<file path="src/mpeg_config.svh">
`ifndef MPEG_CONFIG_SVH
`define MPEG_CONFIG_SVH

// code bytes that follow the 00 00 01 prefix
`define MPEG_PACK_CODE        8'hBA
`define MPEG_END_CODE         8'hB9
`define MPEG_SYS_HEADER_CODE  8'hBB

// padding stream, every byte after the length is payload
`define MPEG_PADDING_ID       8'hBF

// packet header filler before the STD / stamp fields
`define MPEG_STUFFING_BYTE    8'hFF

// single byte time-stamp field meaning no PTS and no DTS
`define MPEG_NO_STAMP_BYTE    8'h0F

`endif

</file>
<file path="src/mpeg_pkg.sv">
package mpeg_pkg;

   // what the byte after a start-code prefix stands for
   typedef enum logic [1:0]
   {
      code_pack,
      code_end,
      code_sys_header,
      code_packet
   } code_kind_e;

   // decoded time-stamp field of a packet header
   typedef struct packed
   {
      logic        has_pts;
      logic        has_dts;
      logic [32:0] pts;  // 90 kHz units
      logic [32:0] dts;
   } time_stamp_t;

   // optional STD buffer field, two bytes on the wire
   typedef struct packed
   {
      logic        present;
      logic        scale;   // 0: 128 byte units, 1: 1024 byte units
      logic [12:0] size;
   } std_buffer_t;

   // one payload byte tagged with the stream it belongs to
   typedef struct packed
   {
      logic [7:0] stream_id;
      logic [7:0] data;
   } payload_t;

endpackage

</file>
<file path="src/start_code_detector.sv">
module start_code_detector
(
   input  logic       read_signal,
   input  logic       reset,
   input  logic       arm,
   input  logic [7:0] input_stream,
   output logic       prefix_found
);

   typedef enum logic [1:0]
   {
      sc_search,
      sc_zero,   // one 00 seen
      sc_zeros,  // two or more 00 seen
      sc_found
   } sc_state_e;

   sc_state_e state;

   always_ff @(posedge read_signal)
   begin
      if (reset)
         state <= sc_search;
      else if (!arm)
         state <= sc_search;  // disarmed, forget any partial prefix
      else
      begin
         case (state)
            sc_search:
               if (input_stream == 8'h00)
                  state <= sc_zero;
            sc_zero:
               if (input_stream == 8'h00)
                  state <= sc_zeros;
               else
                  state <= sc_search;
            sc_zeros:
            begin
               // extra leading zeros are legal, stay put
               if (input_stream == 8'h01)
                  state <= sc_found;
               else if (input_stream != 8'h00)
                  state <= sc_search;
            end
            default:
               state <= sc_found;  // held until arm drops
         endcase
      end
   end

   // high while the code byte is on the input
   assign prefix_found = (state == sc_found);

endmodule

</file>
<file path="src/time_stamp_parser.sv">
module time_stamp_parser
(
   input  logic                  read_signal,
   input  logic                  reset,
   input  logic                  arm,
   input  logic [7:0]            input_stream,
   output logic                  stamp_done,
   output logic [3:0]            stamp_bytes,
   output mpeg_pkg::time_stamp_t time_stamp
);

   logic        busy;
   logic        second;  // working on the DTS half
   logic [2:0]  slot;    // byte index within a 5-byte stamp
   logic [32:0] field;   // value being assembled

   always_ff @(posedge read_signal)
   begin
      if (reset)
      begin
         busy       <= 1'b0;
         second     <= 1'b0;
         slot       <= 3'd0;
         stamp_done <= 1'b0;
      end
      else
      begin
         stamp_done <= 1'b0;

         if (!busy)
         begin
            if (arm)
            begin
               // 0010 -> PTS only, 0011 -> PTS and DTS
               if (input_stream[7:5] == 3'b001)
               begin
                  busy                <= 1'b1;
                  second              <= 1'b0;
                  slot                <= 3'd1;
                  field[32:30]        <= input_stream[3:1];
                  time_stamp.has_pts  <= 1'b1;
                  time_stamp.has_dts  <= input_stream[4];
                  if (!input_stream[4])
                     time_stamp.dts <= '0;
               end
               else
               begin
                  // 0x0F, a lone byte with no stamps
                  time_stamp  <= '0;
                  stamp_bytes <= 4'd1;
                  stamp_done  <= 1'b1;
               end
            end
         end
         else
         begin
            slot <= slot + 3'd1;

            case (slot)
               3'd0:
                  field[32:30] <= input_stream[3:1];  // first DTS byte
               3'd1:
                  field[29:22] <= input_stream;
               3'd2:
                  field[21:15] <= input_stream[7:1];  // bit 0 is a marker
               3'd3:
                  field[14:7] <= input_stream;
               default:
               begin
                  // last byte of a 5-byte group, commit the value
                  if (!second)
                     time_stamp.pts <= {field[32:7], input_stream[7:1]};
                  else
                     time_stamp.dts <= {field[32:7], input_stream[7:1]};

                  if (time_stamp.has_dts && !second)
                  begin
                     second <= 1'b1;
                     slot   <= 3'd0;
                  end
                  else
                  begin
                     busy        <= 1'b0;
                     stamp_done  <= 1'b1;
                     stamp_bytes <= second ? 4'd10 : 4'd5;
                  end
               end
            endcase
         end
      end
   end

endmodule

</file>
<file path="src/packet_parser.sv">
`include "mpeg_config.svh"

module packet_parser
(
   input  logic                  read_signal,
   input  logic                  reset,
   input  logic                  start,
   input  logic [7:0]            input_stream,
   output logic                  done,
   output logic                  stream_done,
   output logic                  sys_header,
   output logic                  payload_valid,
   output mpeg_pkg::payload_t    payload,
   output logic                  ts_valid,
   output mpeg_pkg::time_stamp_t time_stamp,
   output mpeg_pkg::std_buffer_t std_buffer,
   output logic                  packet_end
);

   typedef enum logic [3:0]
   {
      st_idle,
      st_search,   // waiting on the prefix
      st_len_hi,
      st_len_lo,
      st_stuff,    // stuffing, STD first byte or first stamp byte
      st_std_lo,
      st_stamp,    // stamp field owned by the time-stamp parser
      st_payload,
      st_hold      // pack or end seen, wait for start to drop
   } state_e;

   state_e               state;
   state_e               rearm_state;
   mpeg_pkg::code_kind_e code_kind;

   logic [7:0]  stream_id;
   logic [15:0] count;        // bytes left in the packet
   logic [15:0] length_word;
   logic [15:0] stamp_left;
   logic        end_q;
   logic        prefix_arm;
   logic        prefix_found;
   logic        stamp_arm;
   logic        stamp_done;
   logic        stamp_last;   // stamp field ends the packet
   logic [3:0]  stamp_bytes;

   always_comb
   begin
      case (input_stream)
         `MPEG_PACK_CODE:       code_kind = mpeg_pkg::code_pack;
         `MPEG_END_CODE:        code_kind = mpeg_pkg::code_end;
         `MPEG_SYS_HEADER_CODE: code_kind = mpeg_pkg::code_sys_header;
         default:               code_kind = mpeg_pkg::code_packet;
      endcase
   end

   always_comb
   begin
      if (start)
         rearm_state = st_search;
      else
         rearm_state = st_idle;
   end

   assign length_word = {count[15:8], input_stream};
   assign stamp_left  = count - {12'd0, stamp_bytes};
   assign stamp_last  = stamp_done && (count <= {12'd0, stamp_bytes});

   // stamp field starts on the first byte that is neither stuffing nor STD
   assign stamp_arm = (state == st_stuff) &&
                      (input_stream != `MPEG_STUFFING_BYTE) &&
                      (input_stream[7:6] != 2'b01);

   // an empty packet hands its next byte straight to the prefix search
   assign prefix_arm = (state == st_search) || (stamp_last && start);

   assign ts_valid   = stamp_done;
   assign packet_end = end_q || stamp_last;

   always_ff @(posedge read_signal)
   begin
      if (reset)
      begin
         state         <= st_idle;
         done          <= 1'b0;
         stream_done   <= 1'b0;
         sys_header    <= 1'b0;
         payload_valid <= 1'b0;
         end_q         <= 1'b0;
      end
      else
      begin
         sys_header    <= 1'b0;
         payload_valid <= 1'b0;
         end_q         <= 1'b0;

         case (state)
            st_idle:
               if (start)
                  state <= st_search;
            st_search:
            begin
               if (!start)
                  state <= st_idle;
               else if (prefix_found)
               begin
                  case (code_kind)
                     mpeg_pkg::code_pack:
                     begin
                        done  <= 1'b1;
                        state <= st_hold;
                     end
                     mpeg_pkg::code_end:
                     begin
                        done        <= 1'b1;
                        stream_done <= 1'b1;  // sticky until reset
                        state       <= st_hold;
                     end
                     mpeg_pkg::code_sys_header:
                     begin
                        sys_header <= 1'b1;
                        state      <= st_idle;
                     end
                     default:
                     begin
                        stream_id  <= input_stream;
                        std_buffer <= '0;
                        state      <= st_len_hi;
                     end
                  endcase
               end
            end
            st_len_hi:
            begin
               count <= {input_stream, 8'd0};
               state <= st_len_lo;
            end
            st_len_lo:
            begin
               count <= length_word;
               if (stream_id != `MPEG_PADDING_ID)
                  state <= st_stuff;
               else if (length_word == 16'd0)
               begin
                  end_q <= 1'b1;
                  state <= rearm_state;
               end
               else
                  state <= st_payload;  // padding has no header fields
            end
            st_stuff:
            begin
               if (input_stream == `MPEG_STUFFING_BYTE)
                  count <= count - 16'd1;
               else if (input_stream[7:6] == 2'b01)
               begin
                  std_buffer.present    <= 1'b1;
                  std_buffer.scale      <= input_stream[5];
                  std_buffer.size[12:8] <= input_stream[4:0];
                  count                 <= count - 16'd1;
                  state                 <= st_std_lo;
               end
               else
                  state <= st_stamp;
            end
            st_std_lo:
            begin
               std_buffer.size[7:0] <= input_stream;
               count                <= count - 16'd1;
               state                <= st_stuff;  // stamp byte never looks like 01xx_xxxx
            end
            st_stamp:
            begin
               if (stamp_last)
               begin
                  count <= 16'd0;
                  state <= rearm_state;
               end
               else if (stamp_done)
               begin
                  // this cycle already carries the first payload byte
                  payload_valid     <= 1'b1;
                  payload.stream_id <= stream_id;
                  payload.data      <= input_stream;
                  count             <= stamp_left - 16'd1;
                  if (stamp_left == 16'd1)
                  begin
                     end_q <= 1'b1;
                     state <= rearm_state;
                  end
                  else
                     state <= st_payload;
               end
            end
            st_payload:
            begin
               payload_valid     <= 1'b1;
               payload.stream_id <= stream_id;
               payload.data      <= input_stream;
               count             <= count - 16'd1;
               if (count == 16'd1)
               begin
                  end_q <= 1'b1;
                  state <= rearm_state;
               end
            end
            default:
            begin
               if (!start)
               begin
                  done  <= 1'b0;
                  state <= st_idle;
               end
            end
         endcase
      end
   end

   start_code_detector prefix_i
   (
      .read_signal  (read_signal),
      .reset        (reset),
      .arm          (prefix_arm),
      .input_stream (input_stream),
      .prefix_found (prefix_found)
   );

   time_stamp_parser stamp_i
   (
      .read_signal  (read_signal),
      .reset        (reset),
      .arm          (stamp_arm),
      .input_stream (input_stream),
      .stamp_done   (stamp_done),
      .stamp_bytes  (stamp_bytes),
      .time_stamp   (time_stamp)
   );

endmodule

</file>
<file path="src/stream_reader_top.sv">
module stream_reader_top
(
   input  logic                  read_signal,
   input  logic                  reset,
   input  logic                  start,
   input  logic [7:0]            input_stream,
   output logic                  done,
   output logic                  stream_done,
   output logic                  sys_header,
   output logic                  payload_valid,
   output mpeg_pkg::payload_t    payload,
   output logic                  ts_valid,
   output mpeg_pkg::time_stamp_t time_stamp,
   output mpeg_pkg::std_buffer_t std_buffer,
   output logic                  packet_end
);

   // one parser, one byte per read_signal edge
   packet_parser parser_i
   (
      .read_signal   (read_signal),
      .reset         (reset),
      .start         (start),
      .input_stream  (input_stream),
      .done          (done),
      .stream_done   (stream_done),
      .sys_header    (sys_header),
      .payload_valid (payload_valid),
      .payload       (payload),
      .ts_valid      (ts_valid),
      .time_stamp    (time_stamp),
      .std_buffer    (std_buffer),
      .packet_end    (packet_end)
   );

endmodule

</file>
<file path="config.mk">
export PLATFORM = sky130hd
export DESIGN_NAME = stream_reader_top
export DESIGN_NICKNAME = d
export VERILOG_FILES = /design/src/mpeg_pkg.sv /design/src/start_code_detector.sv /design/src/time_stamp_parser.sv /design/src/packet_parser.sv /design/src/stream_reader_top.sv
export VERILOG_INCLUDE_DIRS = /design/src
export SDC_FILE = /design/constraint.sdc
export NUM_CORES = 1
export LEC_CHECK = 0
export ABC_AREA = 1
export BUFFER_PORTS_ARGS = -buffer_cell sky130_fd_sc_hd__buf_2
export CORE_AREA = 2 2 122 124
export CTS_BUF_LIST = sky130_fd_sc_hd__clkbuf_4 sky130_fd_sc_hd__clkbuf_8
export CTS_CLUSTER_DIAMETER = 120
export CTS_CLUSTER_SIZE = 25
export DETAILED_ROUTE_END_ITERATION = 6
export DIE_AREA = 0 0 124 126
export PLACE_DENSITY = 0.84
export SLEW_MARGIN = 20
export SYNTH_ARGS = -nofsm -noshare
export SYNTH_HDL_FRONTEND = slang
export SYNTH_SLANG_ARGS = --single-unit
</file>
<file path="constraint.sdc">
create_clock -name read_signal -period 7.9 [get_ports read_signal]
set_clock_uncertainty 0.15 [all_clocks]
set_input_delay 1.58 -clock read_signal [delete_from_list [all_inputs] [get_ports read_signal]]
set_output_delay 1.58 -clock read_signal [all_outputs]
set_load 0.01 [all_outputs]
</file>
==> flow_summary.ini, run 1 <==
[layout]
drive_above_1_share = 0.222
area_growth_pct = 16.0
fin_nets = 915
final.fill_count = 1113

[run]
drv_cap = 0

[floorplan]
initial_core_util = 0.540
core-area_um2 = 14300
die_h_um = 126
dieArea_um2 = 15600
io_pins = 116
die_w_um = 124
rows = 44

[pwr]
design_power_total_mw = 1.76
ir_drop_mv = 0.126
p_per_area_nw_per_um2 = 196
power_leakage_nw = 3.83

[synth]
synthMuxAreaShare = 0
synth_top_family_by_area = simple AND/OR/NAND/NOR gates
syn_avg_cell_area_um2 = 10.2
synth_compound_area_frac = 0.0567
synth_seq_cells = 169
synth_cells = 756
ys_async_sr_fraction = 0
synthAdderAreaFrac = 0.0253
yosys.area_share.simple = 0.217
yosysWarningCount = 0
yosysTopAreaCellShare = 0.591
synth_nets = 782
ys_dominant_reg_cell = edfxtp_1
synth_xor_area_frac = 0.00453
synth_area_um2 = 7730
netlist.top_cell.by_area = edfxtp_1
synth_cell_types = 45
synth_edf_count = 152
synth-seq-area-share = 0.635
synth_area_leaders = edfxtp_1 59%, nand2_1 8.0%, inv_1 5.3%

[routing]
vias_per_cell = 5.54
dr.pass1.iters = 6
drc = 0
vias = 6017
initialDrtViolationCount = 690
ant_nets = 0
wirelength_um = 19200
routedWlPerCell_um = 17.7

[timing]
rsz0062_at_grt = no
finalSetupViolations = 0
worstMarginPinSlew_ns = 0.756
maxSlewHeadroom = 0.491
slew_violations = 0
layout_min_cycle_time_ns = 4.25
fin_setup_tns_ns = 0
fmaxAchievable_mhz = 235
post-route-period-util = 0.539
hold_viol_final = 0

[grt]
grt_overflow = 0
antenna_found_initial = 0
grt_usage = 0.251
grt_max_degree = 43
grt_pass1_vias = 5524
grt_first_pass_wirelength_um = 29300

[cts]
insertion_delay_ns = 0.47
root_buffer = clkbuf_8
cts_resized = 0
hold_buffers = 0
cts_num_sinks = 169
cts_buffers = 17
cts_tree = yes
cts_buffer_depth = 2
clk_pin_slew_worst_paths_ns = 0.09
post_cts_buffers = 0
h-tree-depth = 4

[critical_path]
critPathArrivalTime_ns = 2.52
startpoint_type = flip-flop
path_cells = inv_1 -> ha_1 -> inv_1 -> fa_1 -> nand3_1 -> nand2_2 -> inv_2 -> o211a_1 -> nand2_1 -> nand2_1 -> buf_2
critical_path_required_ns = 6.17
worstSetupPathType = reg -> out
worstPathMaxFanout = 6
endpoint_kind = primary output
cp_slowest_cell = fa_1
cp_slowest_stage_delay_ns = 0.46

[placed_design]
io_buffer_count = 115
gp_congestion = 0.971
dpl.hpwl_um = 14000

[outcome]
outcome = completed

[hold_path]
hold_path.class = reg -> reg
## worst max-delay path, delay by kind of cell (launching register included)
kind	cells	cell delay, ns
AO/OA/AOI/OAI	1	0.19
adder cells (fa/ha/maj)	2	0.63
buffers and inverters	4	0.45
flip-flops	1	0.40
AND/OR/NAND/NOR	4	0.40
## per-layer routing
| layer | part of all wire | global-route usage |
|---|---|---|
| met5 | 0 | 0 |
| met4 | 0.035 | 0.0972 |
| met3 | 0.098 | 0.0661 |
| met2 | 0.48 | 0.397 |
| met1 | 0.39 | 0.333 |
## path summary, 6_finish.rpt
| path | startpoint | slack, ns | endpoint | depth (start not counted) |
|---|---|---|---|---|
| worst min register to register | parser_i.stream_id[0] | 0.33 | parser_i.payload[8] | 0 |
| worst min-delay path | parser_i.stream_id[0] | 0.33 | parser_i.payload[8] | 0 |
| worst max register to register | parser_i.count[0] | 4.80 | parser_i.count[14] | 16 |
| worst max-delay path | parser_i.count[0] | 3.65 | packet_end | 11 |
## sequential cells by signal, summed over array words and instances, names as in the netlist, 2 cells and up
| signal | count |
|---|---|
| parser_i.stamp_i.time_stamp | 68 |
| parser_i.stamp_i.field | 26 |
| parser_i.count | 16 |
| parser_i.payload | 16 |
| parser_i.std_buffer | 15 |
| parser_i.stream_id | 8 |
| parser_i.state | 4 |
| parser_i.stamp_i.slot | 3 |
| parser_i.stamp_i.stamp_bytes | 3 |
| parser_i.prefix_i.state | 2 |
## metrics by stage
stage | std cells | hold slack, ns | area [µm²] | utilization | worst slack (ns)
floorplan | 756 | 0.276 | 7730 | - | 1.94
global placement | 1054 | 0.283 | 8570 | 0.599 | 3.92
detailed placement | 1054 | 0.292 | 8570 | 0.599 | 3.78
CTS | 1086 | 0.321 | 8950 | 0.626 | 3.66
global route | 1086 | 0.335 | 8960 | 0.626 | 3.42
finish | 1087 | 0.329 | 8960 | 0.626 | 3.65
## placed cells by master, fill, tap and decap left out, types with 3 or more instances in the layout
cell type / Yosys / routed
dfxtp_1: 17 / 17
nand3_2: 4 / 4
o21ai_0: 14 / 14
o211ai_1: 4 / 4
buf_2: 0 / 115
a211oi_1: 3 / 3
nor2_4: 4 / 4
o22ai_1: 3 / 3
xor2_1: 3 / 3
nor2_2: 7 / 7
nand3_1: 55 / 55
inv_2: 7 / 7
nor2_1: 85 / 85
buf_4: 1 / 6
inv_6: 0 / 4
nand2_1: 165 / 165
ha_1: 14 / 14
a21boi_0: 3 / 3
a21oi_1: 27 / 27
nand4_1: 12 / 12
clkbuf_4: 0 / 5
nor3_1: 12 / 11
o221ai_1: 5 / 5
inv_1: 110 / 110
edfxtp_1: 152 / 152
nand2_2: 15 / 15
clkbuf_8: 0 / 19
o21ai_1: 3 / 3
## power breakdown
group / internal (mW) / switching [mW]
combinational: 0.0434 / 0.106
sequential: 0.986 / 0.0187
clock: 0.288 / 0.315
## cell usage after synthesis (2+ instances only)
library cell,count
o21ai_0,14
edfxtp_1,152
nor2_4,4
nor3_4,2
xor2_1,3
o21ai_1,3
nor2_2,7
o22ai_1,3
o221ai_1,5
nor3_1,12
nand3_2,4
a22oi_1,2
a21oi_1,27
nand2_1,165
ha_1,14
clkbuf_1,6
nor2_1,85
nand2_2,15
a211oi_1,3
nor4_1,3
nand3_1,55
nand3b_1,2
dfxtp_1,17
inv_2,7
nand4_1,12
o211ai_1,4
a21boi_0,3
inv_1,110
## final cells by class
class | instances | area (µm²) | area share
sequential | 169 | 4900 | 0.547
tap | 184 | 230 | 0.0257
multi-input combinational | 461 | 2370 | 0.265
inverter | 119 | 448 | 0.0500
clock buffer | 24 | 299 | 0.0334
clock inverter | 8 | 86.3 | 0.00963
timing repair buffer | 121 | 621 | 0.0692
antenna | 1 | 2.50 | 0.000279
## cell families after synthesis
group	after synthesis
fa+ha+maj	15
buf+inv	126
simple gates	371
compound gates	71
xor+xnor	4
flops	169
(Power assumes the default switching activity.)
==> run 2: changes to the inputs <==
==> constraint.sdc (replaced) <==
create_clock -name read_signal -period 3.96 [get_ports read_signal]
set_clock_uncertainty 0.15 [all_clocks]
set_input_delay 0.792 -clock read_signal [delete_from_list [all_inputs] [get_ports read_signal]]
set_output_delay 0.792 -clock read_signal [all_outputs]
set_load 0.01 [all_outputs]
==> run 2 against run 1 <==
  * Via count fell by 1.1%
  * Sequential power grew 100%
  * Routed wire length shrank 3.8%
  * Clock power grew 110%
  * Worst hold slack worse by 0.026 ns
  * Critical path depth unchanged
  * Combinational power increased by 97%
  * Final cell count about the same
  * Global-route usage is 0.82 points lower
  * Non-clock buffer count unchanged
  * Sequential share of layout area down 0.14 points
  * Critical path type unchanged
==> flow_summary.ini, run 2 (synthesized netlist as in run 1, its figures left out) <==
[outcome]
outcome = completed

[critical_path]
critical_path_required_ns = 3.02
worstPathMaxFanout = 6
cp_slowest_stage_delay_ns = 0.46
r2r_cells = 16
startpoint_type = flip-flop
critPathTopFamily = adder cells
critical_path_buf_inv_count = 4
endpoint_kind = primary output
critical_path_depth = 11
cp_slowest_cell = fa_1
critPathArrivalTime_ns = 2.53
path_cells = inv_1 -> ha_1 -> inv_1 -> fa_1 -> nand3_1 -> nand2_2 -> inv_2 -> o211a_1 -> nand2_1 -> nand2_1 -> buf_2
worstSetupPathType = reg -> out

[routing]
ant_nets = 0
vias = 5953
vias_per_cell = 5.48
initialDrtViolationCount = 625
wirelength_um = 18500
drc = 0
dr.pass1.iters = 6
routedWlPerCell_um = 17.0

[placed_design]
dp.cells = 1054
dpl.hpwl_um = 13300
io_buffer_count = 115
gp_congestion = 0.979

[layout]
drive_above_1_share = 0.222
max_flop_register = parser_i.stamp_i.time_stamp
n_antenna_cell = 0
layout_commonest_cell = nand2_1
area_growth_pct = 16.3
layoutNonFillerInstCount = 1086
fin_nets = 915
fin_util = 0.628
final.fill_count = 1135
multi_input_area_um2 = 2380
top_regs = parser_i.stamp_i.time_stamp (68), parser_i.stamp_i.field (26)
final_cell_mix = 165 x nand2_1, 152 x edfxtp_1, 115 x buf_2
largest_reg_flops = 68
regArea_um2 = 4900

[floorplan]
die_w_um = 124
die_h_um = 126
initial_core_util = 0.540
core-area_um2 = 14300
rows = 44
dieArea_um2 = 15600
io_pins = 116

[cts]
clk_pin_slew_worst_paths_ns = 0.09
cts_buffers = 17
hold_buffers = 0
root_buffer = clkbuf_8
post_cts_buffers = 0
cts_tree = yes
insertion_delay_ns = 0.46
h-tree-depth = 4
cts_resized = 0
cts_buffer_depth = 2
cts_num_sinks = 169

[timing]
post-route-period-util = 0.877
maxSlewHeadroom = 0.508
slew_violations = 0
layout_min_cycle_time_ns = 3.47
worstMarginPinSlew_ns = 0.737
hold_viol_final = 0
holdWs_ns = 0.302
finalSetupViolations = 0
rsz0062_at_grt = no
fmaxAchievable_mhz = 288
fin_setup_tns_ns = 0

[grt]
grt_usage = 0.243
grt_overflow = 0
grt_max_degree = 35
grt_first_pass_wirelength_um = 28600
antenna_found_initial = 0
grt_pass1_vias = 5578

[hold_path]
hold_path_depth = 0
hold_path.class = reg -> reg

[pwr]
ir_drop_mv = 0.236
design_power_total_mw = 3.55
power_leakage_nw = 3.84
p_per_area_nw_per_um2 = 395

[run]
drv_cap = 0
## run 2: layer usage
metal	track usage	routed length [µm]	up-vias
li1	-	-	2817
met1	0.314	7260	2769
met2	0.395	9130	323
met3	0.0602	1580	44
met4	0.0958	489	0
met5	0	0	-
## run 2: worst reg2reg max path: stages, from the launching register on
cell and delay, ns:
edfxtp_1 0.41, inv_1 0.15, ha_1 0.18, inv_1 0.06, fa_1 0.46, nand3_1 0.11
nand2_2 0.10, inv_2 0.12, nand3_1 0.09, nand2_2 0.15, nand3_2 0.15, nor2_1 0.21
nand2_1 0.11, nor2_1 0.10, nand2_1 0.06, nand3_1 0.09, nand3_1 0.07
## run 2: report_power, final
part	internal, mW	total, mW	switching (mW)
Combinational	0.0872	0.295	0.208
Clock	0.585	1.26	0.672
Sequential	1.97	2.00	0.0342
## run 2: worst paths after layout
| kind | endpoint | slack, ns | from |
|---|---|---|---|
| hold / removal | parser_i.payload[15] | 0.30 | parser_i.stream_id[7] |
| setup / recovery | packet_end | 0.49 | parser_i.count[0] |
| setup reg to reg | parser_i.count[14] | 0.98 | parser_i.count[0] |
| hold reg to reg | parser_i.payload[15] | 0.30 | parser_i.stream_id[7] |
## run 2: area by class of cell
cell class / instances / share of cell area
Sequential cell: 169 / 0.546
Multi-Input combinational cell: 461 / 0.265
Timing Repair Buffer: 121 / 0.0691
Inverter: 119 / 0.0498
Clock buffer: 18 / 0.0269
Tap cell: 184 / 0.0256
Clock inverter: 14 / 0.0182
## run 2: stage by stage
stage / cell area, µm² / setup WS, ns
2_1_floorplan: 7750 / 0.148
3_3_place_gp: 8580 / 0.953
3_5_place_dp: 8580 / 0.867
4_1_cts: 8980 / 0.474
5_1_grt: 8990 / 0.327
6_report: 8990 / 0.488
